<file path="src/quad_ctrl_consts.svh">
`ifndef QUAD_CTRL_CONSTS_SVH
`define QUAD_CTRL_CONSTS_SVH

// Compute elements fed by the execute chain
`define QUAD_NUM_CE 8

// Pixel-sequence BRAM read latency in cycles
`define QUAD_SEQ_RD_LAT 3

// Sequence reads issued per output column
`define QUAD_READS_PER_COL 5

// Input rows loaded before the first sweep
`define QUAD_PRIME_ROWS 4

// Row/column index width, half of a 1024 deep BRAM
`define QUAD_DIM_W 9

// Sequence BRAM address width
`define QUAD_ADDR_W 12

`endif
</file>
<file path="src/quad_ctrl_pkg.sv">
`include "quad_ctrl_consts.svh"

package quad_ctrl_pkg;

    // Row or column index
    typedef logic [`QUAD_DIM_W-1:0] dim_t;

    // Pixel-sequence BRAM address
    typedef logic [`QUAD_ADDR_W-1:0] seq_addr_t;

    // One-hot job state
    typedef enum logic [4:0] {
        st_idle  = 5'b00001,
        st_load  = 5'b00010,
        st_sweep = 5'b00100,
        st_drain = 5'b01000,
        st_done  = 5'b10000
    } ctrl_state_t;

endpackage

</file>
<file path="src/quad_ctrl_if.sv">
`timescale 1ns/10ps

////////////////////////////////////////////////////////////////////////////
// Row load, sequencer to prefetch-buffer reader
////////////////////////////////////////////////////////////////////////////
interface row_load_if import quad_ctrl_pkg::*; ();
    // One loaded row ready for reading
    logic start;
    dim_t num_cols;
    // Last column of the row read
    logic done;
    // Rows read so far
    dim_t in_row;

    modport seq (output start, output num_cols, input done, input in_row);
    modport reader (input start, input num_cols, output done, output in_row);
endinterface

////////////////////////////////////////////////////////////////////////////
// Row sweep, sequencer to sequence-read issuer
////////////////////////////////////////////////////////////////////////////
interface row_sweep_if import quad_ctrl_pkg::*; ();
    // Begins one output-row sweep
    logic start;
    dim_t num_cols;
    // Last read of the sweep issued
    logic done;
    // Completed output rows
    dim_t out_row;

    modport seq (output start, output num_cols, input done, input out_row);
    modport issuer (input start, input num_cols, output done, output out_row);
endinterface

</file>
<file path="src/quad_bram_ctrl.sv">
`timescale 1ns/10ps
`include "quad_ctrl_consts.svh"

module quad_bram_ctrl import quad_ctrl_pkg::*; (
    input  logic clk,
    input  logic rst,
    input  dim_t num_input_cols,
    input  dim_t num_input_rows,
    input  logic job_start,
    output logic job_accept,
    output logic job_fetch_request,
    input  logic job_fetch_ack,
    input  logic job_fetch_complete,
    output logic job_complete,
    input  logic job_complete_ack,
    output dim_t input_row,
    output dim_t input_col,
    output logic pfb_rden,
    output logic pix_seq_bram_rden,
    output seq_addr_t pix_seq_bram_rdaddr,
    output logic [`QUAD_NUM_CE-1:0] ce_execute
);

    row_load_if  load_bus ();
    row_sweep_if sweep_bus ();

    // Execute chain still holds strobes
    logic chain_busy;

    assign input_row = load_bus.in_row;

    ////////////////////////////////////////////////////////////////////////////
    // Job control, then row reads, sequence reads and CE enables
    ////////////////////////////////////////////////////////////////////////////
    job_sequencer u_seq (
        .clk                (clk),
        .rst                (rst),
        .num_input_cols     (num_input_cols),
        .num_input_rows     (num_input_rows),
        .job_start          (job_start),
        .job_accept         (job_accept),
        .job_fetch_request  (job_fetch_request),
        .job_fetch_ack      (job_fetch_ack),
        .job_fetch_complete (job_fetch_complete),
        .job_complete       (job_complete),
        .job_complete_ack   (job_complete_ack),
        .load               (load_bus.seq),
        .sweep              (sweep_bus.seq),
        .chain_busy         (chain_busy)
    );

    pfb_row_reader u_reader (
        .clk       (clk),
        .rst       (rst),
        .load      (load_bus.reader),
        .pfb_rden  (pfb_rden),
        .input_col (input_col)
    );

    pix_seq_issuer u_issuer (
        .clk                 (clk),
        .rst                 (rst),
        .sweep               (sweep_bus.issuer),
        .pix_seq_bram_rden   (pix_seq_bram_rden),
        .pix_seq_bram_rdaddr (pix_seq_bram_rdaddr)
    );

    ce_execute_chain u_chain (
        .clk        (clk),
        .rst        (rst),
        .rd_strobe  (pix_seq_bram_rden),
        .ce_execute (ce_execute),
        .busy       (chain_busy)
    );

endmodule

</file>
<file path="src/ce_execute_chain.sv">
`timescale 1ns/10ps
`include "quad_ctrl_consts.svh"

module ce_execute_chain (
    input  logic clk,
    input  logic rst,
    input  logic rd_strobe,
    output logic [`QUAD_NUM_CE-1:0] ce_execute,
    output logic busy
);

    // Covers the sequence BRAM read latency
    logic [`QUAD_SEQ_RD_LAT-1:0] rd_dly;
    // Execute enables past the first CE
    logic [`QUAD_NUM_CE-1:1] exe_q;

    assign ce_execute = {exe_q, rd_dly[`QUAD_SEQ_RD_LAT-1]};

    // Any strobe still in flight
    assign busy = (|rd_dly) || (|exe_q);

    always_ff @(posedge clk) begin
        if (rst) begin
            rd_dly <= '0;
            exe_q  <= '0;
        end else begin
            rd_dly <= {rd_dly[`QUAD_SEQ_RD_LAT-2:0], rd_strobe};
            exe_q  <= ce_execute[`QUAD_NUM_CE-2:0];
        end
    end

endmodule

</file>
<file path="src/pix_seq_issuer.sv">
`timescale 1ns/10ps
`include "quad_ctrl_consts.svh"

module pix_seq_issuer import quad_ctrl_pkg::*; (
    input  logic clk,
    input  logic rst,
    row_sweep_if.issuer sweep,
    output logic pix_seq_bram_rden,
    output seq_addr_t pix_seq_bram_rdaddr
);

    localparam int CYC_W = $clog2(`QUAD_READS_PER_COL);

    // Read slot within the current output column
    logic [CYC_W-1:0] cyc;
    dim_t out_col;
    // Last address of a sweep, five reads per column
    seq_addr_t addr_last;

    assign addr_last = seq_addr_t'(`QUAD_READS_PER_COL) * seq_addr_t'(sweep.num_cols)
                     + seq_addr_t'(`QUAD_READS_PER_COL - 1);

    ////////////////////////////////////////////////////////////////////////////
    // Read strobe and column counters
    ////////////////////////////////////////////////////////////////////////////
    always_ff @(posedge clk) begin
        if (rst) begin
            pix_seq_bram_rden <= 1'b0;
            cyc               <= '0;
            out_col           <= '0;
            sweep.out_row     <= '0;
            sweep.done        <= 1'b0;
        end else begin
            sweep.done <= 1'b0;
            if (sweep.start) begin
                pix_seq_bram_rden <= 1'b1;
            end else if (pix_seq_bram_rden) begin
                if (cyc == CYC_W'(`QUAD_READS_PER_COL - 1)) begin
                    cyc <= '0;
                    if (out_col == sweep.num_cols) begin
                        // Final column of the sweep
                        out_col           <= '0;
                        pix_seq_bram_rden <= 1'b0;
                        sweep.out_row     <= sweep.out_row + 1'b1;
                        sweep.done        <= 1'b1;
                    end else begin
                        out_col <= out_col + 1'b1;
                    end
                end else begin
                    cyc <= cyc + 1'b1;
                end
            end
        end
    end

    // One address per read, wrapping at the end of the sequence data
    always_ff @(posedge clk) begin
        if (rst) begin
            pix_seq_bram_rdaddr <= '0;
        end else if (pix_seq_bram_rden) begin
            if (pix_seq_bram_rdaddr == addr_last) begin
                pix_seq_bram_rdaddr <= '0;
            end else begin
                pix_seq_bram_rdaddr <= pix_seq_bram_rdaddr + 1'b1;
            end
        end
    end

endmodule

</file>
<file path="src/pfb_row_reader.sv">
`timescale 1ns/10ps
`include "quad_ctrl_consts.svh"

module pfb_row_reader import quad_ctrl_pkg::*; (
    input  logic clk,
    input  logic rst,
    row_load_if.reader load,
    output logic pfb_rden,
    output dim_t input_col
);

    // Words left in the prefetch buffer, up to a full row
    logic [`QUAD_DIM_W:0] occ;

    // Read while anything remains
    assign pfb_rden = (occ != '0);

    always_ff @(posedge clk) begin
        if (rst) begin
            occ <= '0;
        end else if (load.start) begin
            occ <= {1'b0, load.num_cols} + 1'b1;
        end else if (pfb_rden) begin
            occ <= occ - 1'b1;
        end
    end

    ////////////////////////////////////////////////////////////////////////////
    // Input row and column tracking
    ////////////////////////////////////////////////////////////////////////////
    always_ff @(posedge clk) begin
        if (rst) begin
            input_col   <= '0;
            load.in_row <= '0;
            load.done   <= 1'b0;
        end else begin
            load.done <= 1'b0;
            if (pfb_rden) begin
                if (input_col == load.num_cols) begin
                    // End of row
                    input_col   <= '0;
                    load.in_row <= load.in_row + 1'b1;
                    load.done   <= 1'b1;
                end else begin
                    input_col <= input_col + 1'b1;
                end
            end
        end
    end

endmodule

</file>
<file path="src/job_sequencer.sv">
`timescale 1ns/10ps
`include "quad_ctrl_consts.svh"

module job_sequencer import quad_ctrl_pkg::*; (
    input  logic clk,
    input  logic rst,
    input  dim_t num_input_cols,
    input  dim_t num_input_rows,
    input  logic job_start,
    output logic job_accept,
    output logic job_fetch_request,
    input  logic job_fetch_ack,
    input  logic job_fetch_complete,
    output logic job_complete,
    input  logic job_complete_ack,
    row_load_if.seq  load,
    row_sweep_if.seq sweep,
    input  logic chain_busy
);

    ctrl_state_t state;

    // Job dimensions, latched at accept
    dim_t cols_q;
    dim_t rows_q;

    // Reader and issuer counters run freely, so the job is counted from a base
    dim_t in_base;
    dim_t out_base;
    dim_t rows_loaded;
    dim_t sweeps_done;

    // Fetch acked, waiting for complete
    logic fetch_acked;
    // Loaded row being read out of the prefetch buffer
    logic row_busy;

    assign rows_loaded = load.in_row - in_base;
    assign sweeps_done = sweep.out_row - out_base;

    assign load.num_cols  = cols_q;
    assign sweep.num_cols = cols_q;

    // Row read starts right off the fetch complete
    assign load.start = (state == st_load) && fetch_acked && job_fetch_complete;

    always_ff @(posedge clk) begin
        if (state == st_idle && job_start) begin
            cols_q   <= num_input_cols;
            rows_q   <= num_input_rows;
            in_base  <= load.in_row;
            out_base <= sweep.out_row;
        end
    end

    ////////////////////////////////////////////////////////////////////////////
    // Job FSM
    ////////////////////////////////////////////////////////////////////////////
    always_ff @(posedge clk) begin
        if (rst) begin
            state             <= st_idle;
            job_accept        <= 1'b0;
            job_fetch_request <= 1'b0;
            job_complete      <= 1'b0;
            fetch_acked       <= 1'b0;
            row_busy          <= 1'b0;
            sweep.start       <= 1'b0;
        end else begin
            job_accept  <= 1'b0;
            sweep.start <= 1'b0;
            case (state)
                st_idle: begin
                    if (job_start) begin
                        job_accept <= 1'b1;
                        state      <= st_load;
                    end
                end
                st_load: begin
                    // Request held until acked
                    if (job_fetch_request && job_fetch_ack) begin
                        job_fetch_request <= 1'b0;
                        fetch_acked       <= 1'b1;
                    end else if (!job_fetch_request && !fetch_acked && !row_busy) begin
                        job_fetch_request <= 1'b1;
                    end
                    if (fetch_acked && job_fetch_complete) begin
                        fetch_acked <= 1'b0;
                        row_busy    <= 1'b1;
                    end
                    // Row read out, prime more or start a sweep
                    if (row_busy && load.done) begin
                        row_busy <= 1'b0;
                        if (rows_loaded >= dim_t'(`QUAD_PRIME_ROWS)) begin
                            sweep.start <= 1'b1;
                            state       <= st_sweep;
                        end
                    end
                end
                st_sweep: begin
                    if (sweep.done) begin
                        if (sweeps_done == dim_t'(rows_q + 1'b1)) begin
                            state <= st_drain;
                        end else if (rows_loaded <= rows_q) begin
                            state <= st_load;
                        end else begin
                            // Whole frame loaded, sweep again
                            sweep.start <= 1'b1;
                        end
                    end
                end
                st_drain: begin
                    if (!chain_busy) begin
                        job_complete <= 1'b1;
                        state        <= st_done;
                    end
                end
                st_done: begin
                    // Complete held until acked
                    if (job_complete_ack) begin
                        job_complete <= 1'b0;
                        state        <= st_idle;
                    end
                end
                default: begin
                    state <= st_idle;
                end
            endcase
        end
    end

endmodule

</file>
<file path="config.mk">
export PLATFORM = sky130hd
export DESIGN_NAME = quad_bram_ctrl
export DESIGN_NICKNAME = d
export VERILOG_FILES = /design/src/quad_ctrl_pkg.sv /design/src/quad_ctrl_if.sv /design/src/quad_bram_ctrl.sv /design/src/ce_execute_chain.sv /design/src/pix_seq_issuer.sv /design/src/pfb_row_reader.sv /design/src/job_sequencer.sv
export VERILOG_INCLUDE_DIRS = /design/src
export SDC_FILE = /design/constraint.sdc
export NUM_CORES = 1
export LEC_CHECK = 0
export BUFFER_PORTS_ARGS = -buffer_cell sky130_fd_sc_hd__buf_2
export CAP_MARGIN = 15
export CORE_UTILIZATION = 31
export DETAILED_ROUTE_END_ITERATION = 16
export GPL_ROUTABILITY_DRIVEN = 0
export GPL_TIMING_DRIVEN = 1
export PLACE_DENSITY_LB_ADDON = 0.08
export SYNTH_ARGS = -nofsm -noshare
export SYNTH_HDL_FRONTEND = slang
export SYNTH_SLANG_ARGS = --single-unit
</file>
<file path="constraint.sdc">
create_clock -name clk -period 7.42 [get_ports clk]
set_clock_uncertainty 0.05 [all_clocks]
set_input_delay 1.484 -clock clk [delete_from_list [all_inputs] [get_ports clk]]
set_output_delay 1.484 -clock clk [all_outputs]
set_load 0.05 [all_outputs]
</file>
Yosys cells after proc, flatten, opt, wreduce, memory -nomap -nowiden

Cells that the tools add are included.

Register bits: 121
Bits of input ports: 24
Output and inout bits: 43

$add $sub $neg: 12
Multipliers: 1
Order comparisons: 2
Eq/ne operators: 17
Muxes and demuxes: 37
Bitwise logic cells: 5
Reduce and logical (&&, ||, !) cells: 32

Operators with widths:

| cell                                                                                 | number |
|---|---|
| 9-bit by 1-bit adder with 9-bit output (second input constant)                       | 5 |
| 5-bit two-way mux                                                                    | 8 |
| 9-bit == test                                                                        | 3 |
| 5-bit one-hot mux with 5 select lines                                                | 1 |
| 1-bit two-way mux                                                                    | 20 |
| 10-bit two-way mux                                                                   | 2 |
| 9-bit two-way mux                                                                    | 2 |
| 9-bit subtractor                                                                     | 2 |
| 12-bit by 1-bit adder with 12-bit output (second input constant)                     | 1 |
| 12-bit by 3-bit adder with 12-bit output (second input constant)                     | 1 |
| 12-bit == test                                                                       | 1 |
| 3-bit by 9-bit multiplier with 12-bit output (first input constant)                  | 1 |
| 12-bit two-way mux                                                                   | 1 |
| 9-bit by 1-bit adder with 10-bit output (second input constant)                      | 1 |
| 2-bit inequality test (second input constant)                                        | 5 |
| 2-bit AND reduction                                                                  | 5 |
| 10-bit nonzero test                                                                  | 1 |
| 2-bit nonzero test                                                                   | 5 |
| 10-bit by 1-bit subtractor with 10-bit output (second input constant)                | 1 |
| 9-bit by 3-bit greater-or-equal comparator with 1-bit output (second input constant) | 1 |
| 9-bit <= comparator                                                                  | 1 |
| 1-bit logical AND                                                                    | 8 |
| 7-bit AND reduction                                                                  | 1 |
| 7-bit OR reduction                                                                   | 1 |
| other kinds (19)                                                                     | 28 |

Depth between registers and ports, before layout

Depth in word-level cells: 6
Depth in mapped cells: 15
Depth with buffers taken out: 15

By module

From an unflattened synthesis, not the netlist that was laid out.

Cell total of the unflattened synthesis: 769
Area total of the unflattened synthesis: 7,244.4 µm²

Modules (own cells, without submodules):

| module           | instances | cells an instance | area each (µm²) | sequential area each (µm²) |
|---|---|---|---|---|
| job_sequencer    | 1         | 292               | 3,044.2         | 1,301.2 |
| pix_seq_issuer   | 1         | 264               | 2,314.7         | 700.7 |
| pfb_row_reader   | 1         | 188               | 1,594.0         | 580.6 |
| ce_execute_chain | 1         | 25                | 291.5           | 200.2 |

Least setup slack after synthesis

Ideal clock, no wire load.

Path type: register to register
From: reg u_reader.load.in_row[0]
To: reg u_seq.state[0]
Setup time: 0.120 ns
Arrival time: 3.385 ns
Required time: 7.250 ns
Setup slack: 3.865 ns
Cell stages (with the launch flop): 14
Clock period less this slack: 3.555 ns
Path through: dfxtp_1 > inv_1 > ha_1 > fa_1 > nand2b_1 > a21oi_1 > a2111oi_0 > or3b_4 > ha_1 > o21a_1 > a21oi_1 > a211oi_2 > a211oi_2 > a211o_1

Cells in the longest elaborated chain, start to end: 4

Ends and longest elaborated chain:

| item                                                                                                       | line                                      | source |
|---|---|---|
| start: declaration                                                                                         | quad_ctrl_if.sv:16                        | `modport reader (input start, input num_cols, output done, output in_row);` |
| start signal: assignment                                                                                   | pfb_row_reader.sv:42                      | `load.in_row <= load.in_row + 1'b1;` |
| 9-bit subtractor (*)                                                                                       | job_sequencer.sv:38                       | `assign rows_loaded = load.in_row - in_base;` |
| 9-bit <= comparator or 9-bit by 3-bit greater-or-equal comparator with 1-bit output (tied branches)        | job_sequencer.sv:103, job_sequencer.sv:93 |  |
| 3-bit by 1-bit inequality test with 1-bit output (no source line) or 2-bit inequality test (tied branches) | n/a                                       |  |
| 7-bit AND reduction (no source line) (*)                                                                   | n/a                                       |  |
| end signal: assignment                                                                                     | job_sequencer.sv:102                      | `state <= st_drain;` |
| end signal: assignment                                                                                     | job_sequencer.sv:104                      | `state <= st_load;` |
| end signal: assignment                                                                                     | job_sequencer.sv:114                      | `state <= st_done;` |
| end: declaration                                                                                           | job_sequencer.sv:21                       | `ctrl_state_t state;` |

Mark *: on every way between the ends. The rest lies on a longest branch, timed or not.
A chain may end at the register's enable or synchronous reset.

Worst setup path in the final report

From: reg u_reader.occ[4]
To: out pfb_rden

Cells in the longest elaborated chain, start to end: 1

Ends and longest elaborated chain:

| item                     | line                 | source |
|---|---|---|
| start: declaration       | pfb_row_reader.sv:13 | `` logic [`QUAD_DIM_W:0] occ; `` |
| start signal: assignment | pfb_row_reader.sv:22 | `occ <= {1'b0, load.num_cols} + 1'b1;` |
| start signal: assignment | pfb_row_reader.sv:24 | `occ <= occ - 1'b1;` |
| 10-bit nonzero test      | pfb_row_reader.sv:16 | `assign pfb_rden = (occ != '0);` |
| end: declaration         | quad_bram_ctrl.sv:18 | `output logic pfb_rden,` |

No other way between the ends.

==> impl_metrics.json <==
{
  "cts_max_path_buffers": 2,
  "first_pass_iters": 4,
  "setup_violations": 0,
  "wl_um": 16100,
  "report.final.slew_viol_count": 0,
  "io_buffers": 66,
  "ys_async_sr_fraction": 0,
  "final.setup.tns_ns": 0,
  "start_kind": "flip-flop",
  "clkTransAtPathRegs_ns": 0.06,
  "status": "completed",
  "fill_cells": 2267,
  "yosysUniqueCellTypes": 62,
  "syn_avg_cell_area_um2": 9.23,
  "grt-ovfl-total": 0,
  "clock-root-buffer": "clkbuf_16",
  "hold_viol": 0,
  "crit_type": "flip-flop to output pin",
  "period_share": 0.508,
  "ys_seq_elements": 121,
  "worst_ep_arrival_time_ns": 2.24,
  "synth_flop_cell": "dfxtp_1",
  "rsz0062_at_grt": "no",
  "yosysTopAreaCell": "dfxtp_1",
  "row_count": 54,
  "worst_pin_slew_ns": 0.614,
  "power.density_mw_per_mm2": 262,
  "chipWidth_um": 152,
  "n_antenna_cell": 0,
  "setup_ws_ns": 3.65,
  "drv_cap": 0,
  "wl_per_cell_um": 14.6,
  "grt_max_degree": 37,
  "drtIter0Drc": 153,
  "endpoint_kind": "output pin",
  "drc": 0,
  "critPathMaxStageDelay_ns": 0.62,
  "fmax_ghz": 0.265,
  "ys_top_cells_by_area": "dfxtp_1 (25%), edfxtp_1 (16%), ha_1 (10%), xnor2_1 (9.2%), xor2_1 (5.7%)",
  "reg2reg_slack_ns": 3.85,
  "grt_use_total": 0.149,
  "seq_area_frac_synth": 0.401,
  "cts_tree": "done",
  "path_buf_inv": 2,
  "synth_xor_area_frac": 0.149,
  "grt_pass1_vias": 5282,
  "crit_family": "simple AND/OR/NAND/NOR gates",
  "maxSlewHeadroom": 0.591,
  "ant_nets": 0,
  "ios": 67,
  "synth_cells": 751,
  "insertion_delay_ns": 0.42,
  "initial_core_util": 0.317,
  "detail_route.vias_per_cell": 4.83,
  "htreeDepth": 4,
  "post_cts_resized": 0,
  "cts.sinks": 121,
  "synth-compound-area-share": 0.0875,
  "dp_hpwl_um": 11800,
  "preCtsSetupSlack_ns": 3.79,
  "hp-class": "flip-flop to flip-flop",
  "cts_buffers": 17,
  "fin_cells": 1106,
  "worst-path-max-fanout": 15,
  "synth_fp_nets": 835,
  "cp_slowest_cell": "or4_1",
  "layout.nets": 897,
  "synth.yosys.warnings": 0,
  "synth.cell_area_mm2": 0.00693,
  "synth-edff-count": 36,
  "synthSimpleGateAreaFrac": 0.208,
  "power_leakage_nw": 3.36,
  "ir_drop_mv": 0.148,
  "core_area_mm2": 0.0219,
  "die_h_um": 152,
  "synth_mux_area_frac": 0.00144,
  "worstPathCellList": "or4_1 -> nor4_4 -> inv_2 -> buf_2",
  "hold_buffers": 0,
  "drive_gt1_frac": 0.136,
  "synth_fa_ha_area_frac": 0.112,
  "dp_cells": 1074,
  "fin_util": 0.371,
  "grt_pass1_wl_um": 26600,
  "die_area_mm2": 0.0230,
  "period_needed_ns": 3.77,
  "synth.top_cell.area_share": 0.245,
  "synth_top_family_by_area": "simple AND/OR/NAND/NOR gates",
  "post_cts_buffers": 0,
  "antenna_found_initial": 0,
  "required_ns": 5.89,
  "synthToLayoutAreaGrowth_pct": 17.1,
  "vias": 5338
}
## cells in the final DEF (no fill, tap or decap), types with 3 or more instances in the layout
master,Yosys,routed
clkinvlp_4,0,4
nand3_1,24,24
nor2b_1,16,16
nand2_1,49,49
buf_4,1,4
nand4_1,24,24
ha_1,57,57
buf_2,0,66
a21oi_1,35,35
clkbuf_16,0,18
nand2b_1,5,5
and3_1,19,19
nor2_1,82,82
fa_1,3,3
nor3b_1,5,5
nor3_1,25,25
nor4_1,6,6
xor2_1,45,45
o21ai_0,16,16
clkinv_2,1,5
or3_1,9,9
and2_1,4,4
edfxtp_1,36,36
a211oi_1,8,8
dfxtp_1,85,85
inv_1,44,44
xnor2_1,73,73
a21o_1,8,8
## power breakdown
part	internal (mW)	switching [mW]
combinational	0.221	0.287
sequential	0.739	0.0564
clock	0.521	0.306
## logic make-up after synthesis
| kind of cell | Yosys count |
|---|---|
| AO/OA/AOI/OAI | 95 |
| XOR/XNOR | 118 |
| adder cells (fa/ha/maj) | 60 |
| buffers and inverters | 73 |
| flip-flops | 121 |
| multiplexers | 1 |
| AND/OR/NAND/NOR | 283 |
## layer usage
metal  GRT usage  routed length [µm]
met5           0                   0
met4      0.0500                 206
met3      0.0305                 450
met2       0.252                7810
met1       0.189                7660
## path summary, 6_finish.rpt
check | cells after the start | startpoint | end
worst max-delay path | 4 | u_reader.occ[4] | pfb_rden
worst max register to register | 12 | u_seq.load.num_cols[2] | u_issuer.pix_seq_bram_rdaddr[4]
worst min-delay path | 1 | u_chain.rd_dly[1] | u_chain.rd_dly[2]
worst min register to register | 1 | u_chain.rd_dly[1] | u_chain.rd_dly[2]
## sequential cells by signal, summed over array words and instances, names as in the netlist, 5 cells and up
register,count
u_reader.input_col,9
u_issuer.out_col,9
u_issuer.sweep.out_row,9
u_seq.out_base,9
u_seq.rows_q,9
u_seq.in_base,9
u_reader.occ,10
u_seq.state,5
u_chain.exe_q,7
u_reader.load.in_row,9
u_issuer.pix_seq_bram_rdaddr,12
u_seq.load.num_cols,9
## worst register-to-register path, cell delays in order (launching register included)
cell and delay, ns:
edfxtp_1 0.53, ha_1 0.35, ha_1 0.32, ha_1 0.29
a21o_1 0.18, a21o_1 0.19, a21o_1 0.20, a2111oi_0 0.43
nor3_1 0.13, xnor2_1 0.16, nor4b_1 0.31, buf_4 0.24
nor3_1 0.07
## cell type report
type	instances	area [µm²]	area share
well taps	280	350	0.0431
flip-flops and latches	121	2780	0.343
multi-input cells	557	3860	0.476
clock buffers	21	472	0.0581
repair buffers	70	360	0.0444
clock inverters	11	119	0.0146
inverters	46	174	0.0214
## synth_stat cells (all sizes together) (3+ instances only)
cell    count
a211oi     10
a21o        8
a21oi      35
and2        5
and3       19
clkbuf     25
dfxtp      85
edfxtp     36
fa          3
ha         57
inv        45
nand2      49
nand2b      5
nand3      24
nand4      24
nor2       82
nor2b      16
nor3       25
nor3b       5
nor4        8
o21ai      19
or3         9
or4         3
xnor2      73
xor2       45
## stage by stage
stage | total power [mW] | cell area [µm²] | hold slack (ns)
floorplan | 1.21 | 6930 | 0.387
global placement | 1.32 | 7530 | 0.409
detailed placement | 1.32 | 7530 | 0.411
CTS | 2.16 | 8120 | 0.422
global route | 2.26 | 8120 | 0.451
finish | 2.13 | 8120 | 0.418
No activity file was read; power rests on OpenSTA's default activity.
